$ cat config.mk
export PLATFORM = sky130hd
export DESIGN_NAME = hist_builder_top
export DESIGN_NICKNAME = d
export VERILOG_FILES = /design/src/verilog/hist_pkg.sv /design/src/verilog/hist_frame_counter.sv /design/src/verilog/hist_bin_ram.sv /design/src/verilog/hist_readout.sv /design/src/verilog/hist_builder_top.sv
export SDC_FILE = /design/constraint.sdc
export NUM_CORES = 1
export LEC_CHECK = 0
export BUFFER_PORTS_ARGS = -buffer_cell sky130_fd_sc_hd__buf_2
export CAP_MARGIN = 15
export CORE_UTILIZATION = 30
export DETAILED_ROUTE_END_ITERATION = 8
export GPL_TIMING_DRIVEN = 0
export PLACE_DENSITY = 0.52
export SLEW_MARGIN = 20
export SYNTH_ARGS = -nofsm -noshare
export SYNTH_HDL_FRONTEND = slang
export SYNTH_HIERARCHICAL = 1
export SYNTH_SLANG_ARGS = --single-unit
$ cat constraint.sdc
create_clock -name clk -period 4.2 [get_ports clk]
set_input_delay 0.63 -clock clk [delete_from_list [all_inputs] [get_ports clk]]
set_output_delay 0.63 -clock clk [all_outputs]
set_load 0.1 [all_outputs]
$ cat src/verilog/hist_pkg.sv
package hist_pkg;

    // time bins per pixel histogram
    localparam int BIN_NUM = 8;
    // hit code selects one bin
    localparam int CODE_W = $clog2(BIN_NUM);

    // pixels per acquisition
    localparam int PIXEL_NUM = 2;
    localparam int PIX_W = $clog2(PIXEL_NUM);

    // hits per pixel per acquisition
    localparam int DATA_NUM = 2;
    localparam int HIT_W = $clog2(DATA_NUM);

    // acquisitions per histogram frame
    localparam int ACQ_NUM = 10;
    localparam int ACQ_W = $clog2(ACQ_NUM);

    // one bin count, saturates at all ones
    localparam int CNT_W = 4;
    localparam logic [CNT_W-1:0] CNT_MAX = '1;

    // one bank holds every bin of every pixel
    localparam int ENTRY_NUM = PIXEL_NUM * BIN_NUM;
    // entry address is {pixel, bin}
    localparam int ENTRY_W = PIX_W + CODE_W;

    // fill bank and readout bank
    localparam int BANK_NUM = 2;

    // last values of the nested counters, sized to their registers
    localparam logic [HIT_W-1:0] HIT_LAST = HIT_W'(DATA_NUM - 1);
    localparam logic [PIX_W-1:0] PIX_LAST = PIX_W'(PIXEL_NUM - 1);
    localparam logic [ACQ_W-1:0] ACQ_LAST = ACQ_W'(ACQ_NUM - 1);

    // address of the final entry in a readout scan
    localparam logic [ENTRY_W-1:0] ENTRY_LAST = ENTRY_W'(ENTRY_NUM - 1);

    // readout sequencer states
    typedef enum logic [0:0] {
        RD_IDLE,
        RD_SCAN
    } readout_state_t;

endpackage

$ cat src/verilog/hist_frame_counter.sv
`timescale 1ns/1ps

module hist_frame_counter (
    input  logic                      clk,
    input  logic                      res,
    input  logic                      hit,
    output logic [hist_pkg::PIX_W-1:0] pixel,
    output logic                      bank,
    output logic                      frame_done
);

    // hits taken so far for the current pixel
    logic [hist_pkg::HIT_W-1:0] hit_cnt;
    // acquisitions finished in this frame
    logic [hist_pkg::ACQ_W-1:0] acq_cnt;

    // wrap conditions of each level
    logic last_hit;
    logic last_pix;
    logic last_acq;

    assign last_hit = (hit_cnt == hist_pkg::HIT_LAST);
    assign last_pix = (pixel == hist_pkg::PIX_LAST);
    assign last_acq = (acq_cnt == hist_pkg::ACQ_LAST);

    always_ff @(posedge clk or negedge res) begin
        if (!res) begin
            hit_cnt    <= '0;
            pixel      <= '0;
            acq_cnt    <= '0;
            bank       <= 1'b0;
            frame_done <= 1'b0;
        end else begin
            // single cycle pulse by default
            frame_done <= 1'b0;
            if (hit) begin
                if (!last_hit) begin
                    hit_cnt <= hit_cnt + 1'b1;
                end else begin
                    // pixel complete
                    hit_cnt <= '0;
                    if (!last_pix) begin
                        pixel <= pixel + 1'b1;
                    end else begin
                        // acquisition complete, back to pixel 0
                        pixel <= '0;
                        if (!last_acq) begin
                            acq_cnt <= acq_cnt + 1'b1;
                        end else begin
                            // last hit of the frame
                            acq_cnt    <= '0;
                            frame_done <= 1'b1;
                            // new hits go to the other bank
                            bank       <= ~bank;
                        end
                    end
                end
            end
        end
    end

    // frame end is a one cycle pulse, two frames need many more hits
    a_frame_done_pulse: assert property (
        @(posedge clk) disable iff (!res)
        frame_done |=> !frame_done
    );

endmodule

$ cat src/verilog/hist_bin_ram.sv
`timescale 1ns/1ps

module hist_bin_ram (
    input  logic                        clk,
    input  logic                        res,
    input  logic                        hit,
    input  logic [hist_pkg::CODE_W-1:0]  hit_code,
    input  logic [hist_pkg::PIX_W-1:0]   pixel,
    input  logic                        bank,
    input  logic                        rd_en,
    input  logic [hist_pkg::ENTRY_W-1:0] rd_addr,
    output logic [hist_pkg::CNT_W-1:0]   rd_data
);

    // two banks of bin counts
    logic [hist_pkg::CNT_W-1:0] mem [hist_pkg::BANK_NUM][hist_pkg::ENTRY_NUM];

    // increment side
    logic [hist_pkg::ENTRY_W-1:0] wr_addr;
    logic [hist_pkg::CNT_W-1:0]   hit_cur;
    logic [hist_pkg::CNT_W-1:0]   hit_next;

    // readout always uses the bank not being filled
    logic rd_bank;

    // pixel is the high part of the address, bin the low part
    assign wr_addr = {pixel, hit_code};

    // current count of the addressed bin
    assign hit_cur = mem[bank][wr_addr];

    // saturating increment
    assign hit_next = (hit_cur == hist_pkg::CNT_MAX) ? hit_cur : hit_cur + 1'b1;

    assign rd_bank = ~bank;

    // combinational read of the finished bank
    assign rd_data = mem[rd_bank][rd_addr];

    always_ff @(posedge clk or negedge res) begin
        if (!res) begin
            // full wipe of both banks
            for (int b = 0; b < hist_pkg::BANK_NUM; b++) begin
                for (int e = 0; e < hist_pkg::ENTRY_NUM; e++) begin
                    mem[b][e] <= '0;
                end
            end
        end else begin
            // read-modify-write in the fill bank
            if (hit) begin
                mem[bank][wr_addr] <= hit_next;
            end
            // clear on read in the other bank
            if (rd_en) begin
                mem[rd_bank][rd_addr] <= '0;
            end
        end
    end

    // Bank must not flip while a readout burst runs. Otherwise the
    // read would move onto the bank that is taking hits.
    a_bank_stable_during_read: assert property (
        @(posedge clk) disable iff (!res)
        (rd_en && $past(rd_en)) |-> $stable(bank)
    );

endmodule

$ cat src/verilog/hist_readout.sv
`timescale 1ns/1ps

module hist_readout (
    input  logic                        clk,
    input  logic                        res,
    input  logic                        frame_done,
    output logic                        rd_en,
    output logic [hist_pkg::ENTRY_W-1:0] rd_addr,
    input  logic [hist_pkg::CNT_W-1:0]   rd_data,
    output logic                        out_valid,
    output logic [hist_pkg::PIX_W-1:0]   out_pixel,
    output logic [hist_pkg::CODE_W-1:0]  out_bin,
    output logic [hist_pkg::CNT_W-1:0]   bin_count
);

    hist_pkg::readout_state_t state;

    // entry 0 is read in the frame_done cycle itself,
    // the rest while scanning
    assign rd_en = frame_done || (state == hist_pkg::RD_SCAN);

    always_ff @(posedge clk or negedge res) begin
        if (!res) begin
            state     <= hist_pkg::RD_IDLE;
            rd_addr   <= '0;
            out_valid <= 1'b0;
        end else begin
            // one output word per read
            out_valid <= rd_en;
            case (state)
                hist_pkg::RD_IDLE: begin
                    if (frame_done) begin
                        // entry 0 taken, continue at 1
                        state   <= hist_pkg::RD_SCAN;
                        rd_addr <= rd_addr + 1'b1;
                    end
                end
                hist_pkg::RD_SCAN: begin
                    if (rd_addr == hist_pkg::ENTRY_LAST) begin
                        // bank fully streamed
                        state   <= hist_pkg::RD_IDLE;
                        rd_addr <= '0;
                    end else begin
                        rd_addr <= rd_addr + 1'b1;
                    end
                end
                default: begin
                    state   <= hist_pkg::RD_IDLE;
                    rd_addr <= '0;
                end
            endcase
        end
    end

    // output word, follows the read by one cycle
    always_ff @(posedge clk) begin
        if (rd_en) begin
            out_pixel <= rd_addr[hist_pkg::ENTRY_W-1 -: hist_pkg::PIX_W];
            out_bin   <= rd_addr[hist_pkg::CODE_W-1:0];
            bin_count <= rd_data;
        end
    end

    // a frame must take longer than one scan, no overrun handling
    a_no_overrun: assert property (
        @(posedge clk) disable iff (!res)
        (state == hist_pkg::RD_SCAN) |-> !frame_done
    );

endmodule

$ cat src/verilog/hist_builder_top.sv
`timescale 1ns/1ps

module hist_builder_top (
    input  logic                       clk,
    input  logic                       res,
    input  logic                       hit,
    input  logic [hist_pkg::CODE_W-1:0] hit_code,
    output logic                       out_valid,
    output logic [hist_pkg::PIX_W-1:0]  out_pixel,
    output logic [hist_pkg::CODE_W-1:0] out_bin,
    output logic [hist_pkg::CNT_W-1:0]  bin_count,
    output logic                       bank,
    output logic                       frame_done
);

    // pixel of the hit in flight
    logic [hist_pkg::PIX_W-1:0]   pixel;
    // read-and-clear port
    logic                        rd_en;
    logic [hist_pkg::ENTRY_W-1:0] rd_addr;
    logic [hist_pkg::CNT_W-1:0]   rd_data;

    hist_frame_counter hist_frame_counter_inst (
        .clk        (clk),
        .res        (res),
        .hit        (hit),
        .pixel      (pixel),
        .bank       (bank),
        .frame_done (frame_done)
    );

    hist_bin_ram hist_bin_ram_inst (
        .clk      (clk),
        .res      (res),
        .hit      (hit),
        .hit_code (hit_code),
        .pixel    (pixel),
        .bank     (bank),
        .rd_en    (rd_en),
        .rd_addr  (rd_addr),
        .rd_data  (rd_data)
    );

    hist_readout hist_readout_inst (
        .clk        (clk),
        .res        (res),
        .frame_done (frame_done),
        .rd_en      (rd_en),
        .rd_addr    (rd_addr),
        .rd_data    (rd_data),
        .out_valid  (out_valid),
        .out_pixel  (out_pixel),
        .out_bin    (out_bin),
        .bin_count  (bin_count)
    );

endmodule

* Word-level counts from Yosys, hierarchy flattened
Cells that the tools add are included.
** Operators by class
- Add/sub/neg operators :: 5
- $lt $le $gt $ge :: 8
- Eq/ne operators :: 4
- Multiplexer cells :: 37
- Bitwise gates (word level) :: 8
- Reductions and logical operators :: 8
** Operators with widths (count)
- 2-to-1 mux 64 bit :: 8
- 2-to-1 mux 128 bit :: 2
- bitwise AND 128 bit :: 1
- bitwise mux 128 bit :: 1
- demux 64 bit (select 1 bit) :: 2
- NOT 128 bit :: 1
- 2-to-1 mux 4 bit :: 10
- binary-select mux 4 bit (select 4 bit) :: 2
- demux 4 bit (select 4 bit) :: 2
- adder 4 x 1 -> 4 bit, second input constant :: 3
- equality test 4 bit, second input constant :: 3
- greater-or-equal comparator 5 bit, second input constant :: 2
- less-than comparator 5 x 1 -> 1 bit, second input constant :: 2
- NOT 4 -> 5 bit :: 2
- 2-to-1 mux 1 bit :: 8
- one-hot mux 4 bit (2 select lines) :: 1
- greater-or-equal comparator 2 bit, second input constant :: 2
- logical AND 1 bit :: 4
- less-than comparator 2 x 1 -> 1 bit, second input constant :: 2
- NOT 1 -> 2 bit :: 2
- AND reduction 4 bit :: 1
- AND reduction 3 bit :: 1
- adder 1 bit, second input constant :: 2
- != test 2 bit, second input constant :: 1
- 4 further kinds :: 5
** Storage, ports and cells
- Bits in registers :: 150
- Input port bits :: 6
- Output and inout bits :: 11

* Depth between registers and ports, before layout
- Depth in word-level cells :: 13
- Mapped depth :: 13
- Depth with buffers taken out :: 9

* Cells and area by module
Netlist, hierarchy kept.
** Modules (own cells, without submodules)
- hist_bin_ram :: instances 1, cells each 754, area an instance 7728.7 µm², sequential area each 3203.1 µm²
- hist_readout :: instances 1, cells each 25, area an instance 481.7 µm², sequential area each 390.4 µm²
- hist_frame_counter :: instances 1, cells each 29, area an instance 351.6 µm², sequential area each 200.2 µm²

* Least setup slack after synthesis
No wires, ideal clock.
- Path type :: register to register
- Start :: register hist_frame_counter_inst.bank
- End :: register hist_bin_ram_inst/mem[13] in the netlist's numbering
- Data arrival time :: 3.513 ns
- Required time :: 4.079 ns
- Slack :: 0.566 ns
- Cell stages (with the launch flop) :: 13
- Path buffers :: 3
- Period minus slack after synthesis :: 3.634 ns
- Path through :: dfrtp_1 > buf_6 > buf_12 > mux4_2 > mux2i_1 > o22ai_1 > a311oi_2 > inv_2 > ha_1 > nor3b_2 > mux2_4 > buf_4 > a22o_1
** On the way
- Longest elaborated chain between the ends :: 13
- Elaborated cells between the ends (all ways) :: 27
** RTL lines
- start, declared :: RTL line hist_frame_counter.sv:8 : output logic bank,
- start signal, assigned :: RTL line hist_frame_counter.sv:54 : bank <= ~bank;
- NOT 1 -> 2 bit (not written as such) :: RTL line hist_bin_ram.sv:30, hist_bin_ram.sv:51
- 2-to-1 mux 64 bit (not written as such) (3 in series) :: RTL line hist_bin_ram.sv:30 : assign hit_cur = mem[bank][wr_addr];
- binary-select mux 4 bit (select 4 bit) :: RTL line hist_bin_ram.sv:30
- 2-to-1 mux 4 bit (not written as such) (2 in series) :: RTL line hist_bin_ram.sv:30
- adder 4 x 1 -> 4 bit or equality test 4 bit (tied branches) :: RTL line hist_bin_ram.sv:33 : assign hit_next = (hit_cur == hist_pkg::CNT_MAX) ? hit_cur : hit_cur + 1'b1;
- 2-to-1 mux 4 bit :: RTL line hist_bin_ram.sv:33
- bitwise mux 128 bit :: RTL line hist_bin_ram.sv:51 : mem[bank][wr_addr] <= hit_next;
- 2-to-1 mux 128 bit :: RTL line hist_bin_ram.sv:50 : if (hit) begin
- bitwise AND 128 bit (no source line)
- 2-to-1 mux 128 bit (*) :: RTL line hist_bin_ram.sv:54 : if (rd_en) begin
- end signal, assigned by index :: RTL line hist_bin_ram.sv:51
- end, declared :: RTL line hist_bin_ram.sv:16 : logic [hist_pkg::CNT_W-1:0] mem [hist_pkg::BANK_NUM][hist_pkg::ENTRY_NUM];
Every way passes the cells marked *; elsewhere a longest branch is shown, timed or not. The select of a mux whose other input is x is not followed.
A chain may end at the register's enable or synchronous reset.

* Final worst setup path
- Start :: input port hit_code[1] in the netlist's numbering
- End :: register hist_bin_ram_inst/mem[126] in the netlist's numbering
** On the way
- Longest elaborated chain between the ends :: 11
- Elaborated cells between the ends (all ways) :: 18
** RTL lines
- start, declared :: RTL line hist_builder_top.sv:7 : input logic [hist_pkg::CODE_W-1:0] hit_code,
- NOT 4 -> 5 bit (not written as such) (*) :: RTL line hist_bin_ram.sv:30, hist_bin_ram.sv:51
- branches (longest 6 deep; another with adder 4 x 1 -> 4 bit)
- bitwise mux 128 bit (*) :: RTL line hist_bin_ram.sv:51
- 2-to-1 mux 128 bit (*) :: RTL line hist_bin_ram.sv:50
- bitwise AND 128 bit (no source line)
- 2-to-1 mux 128 bit (*) :: RTL line hist_bin_ram.sv:54
Mark *: on every way between the ends. The select of a mux whose other input is x is not followed.

==> impl_metrics.json <==
{
  "status": "completed",
  "grt_pass1_vias": 7140,
  "nNetsFinal": 851,
  "synth_xor_area_frac": 0.00716,
  "ys_top_cells_by_area": "dfrtp_1, mux4_2, nand2_1, nor2_1, a21oi_1",
  "synthFlopType": "dfrtp_1",
  "root_buffer": "clkbuf_16",
  "dpl.hpwl_um": 23400,
  "synth_top_family_by_area": "multiplexers",
  "async_flop_share": 0.947,
  "period_share": 0.972,
  "wl_per_cell_um": 27.1,
  "hold_viol_final": 0,
  "synth_area_um2": 8560,
  "synth_edf_count": 8,
  "finalSetupTns_ns": 0,
  "grt_max_degree": 73,
  "ant_nets": 0,
  "cts_buffers": 17,
  "die_w_um": 171,
  "synth_nets": 816,
  "synthSimpleGateAreaFrac": 0.133,
  "synth_cell_types": 54,
  "finalSetupViolCount": 0,
  "fp-row-count": 61,
  "synth-compound-area-share": 0.169,
  "worstSkewPairLatency_ns": 0.44,
  "maxCapViolations": 0,
  "antenna_cells": 0,
  "cts_tree": "done",
  "grt_pass1_wl_um": 48800,
  "relSlewSlack": 0.293,
  "worstMarginPinSlew_ns": 1.06,
  "ir_worst_vdd_mv": 0.362,
  "clock_skew_ns": 0.0110,
  "syn_avg_cell_area_um2": 10.6,
  "clock.fmax_ghz": 0.245,
  "cts_setup_buffers": 0,
  "drc_errors": 0,
  "critical_path_class": "input pin to register",
  "place_congestion": 1.01,
  "dieArea_um2": 29200,
  "final_area_um2": 9690,
  "yosys_warnings": 6,
  "synth.ff_latch_count": 150,
  "die_h_um": 171,
  "p_per_area_nw_per_um2": 898,
  "post_dp_cell_area_um2": 9150,
  "start_util": 0.307,
  "rsz0062_at_grt": "yes",
  "area_delta_synth_final_pct": 13.2,
  "reg2regPathDepth": 10,
  "clock_sinks": 150,
  "clkTransAtPathRegs_ns": 0.07,
  "first_pass_iters": 7,
  "cts_max_level": 4,
  "r2r_setup_slack_ns": 0.32,
  "worst_hold_slack_ns": 0.147,
  "end_kind": "register",
  "crit_fanout": 10,
  "hold_class": "input pin to asynchronous set/reset pin",
  "arrival_ns": 4.36,
  "vias": 7501,
  "vias_per_cell": 6.08,
  "port_buffers": 15,
  "final_cell_mix": "dfrtp_1, nand2_1, nor2_1, a21oi_1, mux4_2",
  "core_um2": 27900,
  "synth_fa_ha_area_frac": 0.00292,
  "netlist_instances": 808,
  "yosysSeqAreaShare": 0.443,
  "leakage_nw": 3.82,
  "antenna_found_initial": 0,
  "post-synth-top-area-cell": "dfrtp_1",
  "synth_top_area_share": 0.415,
  "slew_viol_final": 0,
  "drt_iter0_drc": 952,
  "grt_usage": 0.238,
  "critPathRequiredTime_ns": 4.48,
  "drt-total-wl_um": 33500,
  "clockBufferDepth": 2,
  "min_period_ns": 4.08,
  "io_pins": 17,
  "overflow": 0,
  "r2r-start": "hist_frame_counter_inst/pixel",
  "final_common_cell": "dfrtp_1",
  "start_kind": "input pin",
  "r2r-end": "hist_bin_ram_inst/mem[126]",
  "drive_gt1_frac": 0.192,
  "synth_mux_area_frac": 0.204
}
through the flow:
step	power (W)	instances	worst slack [ns]	util
CTS	0.00859	1234	0.237	0.347
global route	0.00906	1234	-0.0209	0.347
floorplan	0.00554	808	0.566	-
global placement	0.00711	1201	-0.173	0.326
finish	0.00870	1234	0.119	0.347
detailed placement	0.00714	1202	-0.222	0.328
cell usage after synthesis (all sizes together), types with 18 or more instances:
library cell / n
dfrtp: 142
clkbuf: 18
o21ai: 36
mux2i: 18
nor2: 113
a22o: 32
o211ai: 32
buf: 35
a21oi: 67
o22ai: 31
mux4: 66
nand2: 122
logic make-up after synthesis:
group / count (synthesis)
fa+ha+maj: 2
mux: 91
buf+inv: 65
compound gates: 220
simple gates: 273
xor+xnor: 7
flops: 150
worst max-delay path by stage:
| stage | startpoint | slack [ns] | end |
|---|---|---|---|
| global route | hit_code[1] | -0.02 | hist_bin_ram_inst/mem[124] |
| floorplan | hist_frame_counter_inst/bank | 0.57 | hist_bin_ram_inst/mem[13] |
| finish | hit_code[1] | 0.12 | hist_bin_ram_inst/mem[126] |
| global placement | hit_code[1] | -0.17 | hist_bin_ram_inst/mem[124] |
| CTS | hit_code[1] | 0.24 | hist_bin_ram_inst/mem[124] |
| detailed placement | hit_code[1] | -0.22 | hist_bin_ram_inst/mem[124] |
sequential cells by signal (all words and copies together) (netlist names):
register and flops:
hist_bin_ram_inst/mem 128, hist_frame_counter_inst/acq_cnt 4, hist_frame_counter_inst/bank 1, hist_frame_counter_inst/frame_done 1, hist_frame_counter_inst/hit_cnt 1, hist_frame_counter_inst/pixel 1
hist_readout_inst/bin_count 4, hist_readout_inst/out_bin 3, hist_readout_inst/out_pixel 1, hist_readout_inst/out_valid 1, hist_readout_inst/rd_addr 4, hist_readout_inst/state 1
worst max-delay path: stages:
cell and delay, ns:
buf_2 0.09, buf_2 0.38, buf_2 0.42, mux4_2 0.39, nand3_1 0.11, o41ai_1 0.14
nor4_2 0.56, inv_1 0.10, ha_1 0.25, mux2i_1 0.37, buf_1 0.66, o21ai_0 0.22
layer usage:
metal | wire (um) | track usage
met2 | 14300 | 0.346
met5 | 0 | 0
met1 | 13900 | 0.326
met3 | 3650 | 0.0708
met4 | 1560 | 0.105
timing repair:
action,4_1_cts,5_1_grt
resized for setup,0,1
hold buffers,0,0
endpoints found under the setup margin,0,5
report_power, final:
group | switching (W) | leakage, nW | internal, W
Combinational | 0.00293 | 1.63 | 0.00160
Sequential | 0.000615 | 1.94 | 0.00212
Clock | 0.000656 | 0.257 | 0.000776
Total | 0.00420 | 3.82 | 0.00450
cell type report:
type	instances	area (um^2)
buffer	53	302
clock buffer	19	443
inverter	12	45.0
timing repair buffer	16	113
multi-input combinational	593	4420
clock inverter	13	97.6
tap	378	473
sequential	150	3790
fill	2901	18200
(Power assumes the default switching activity.)
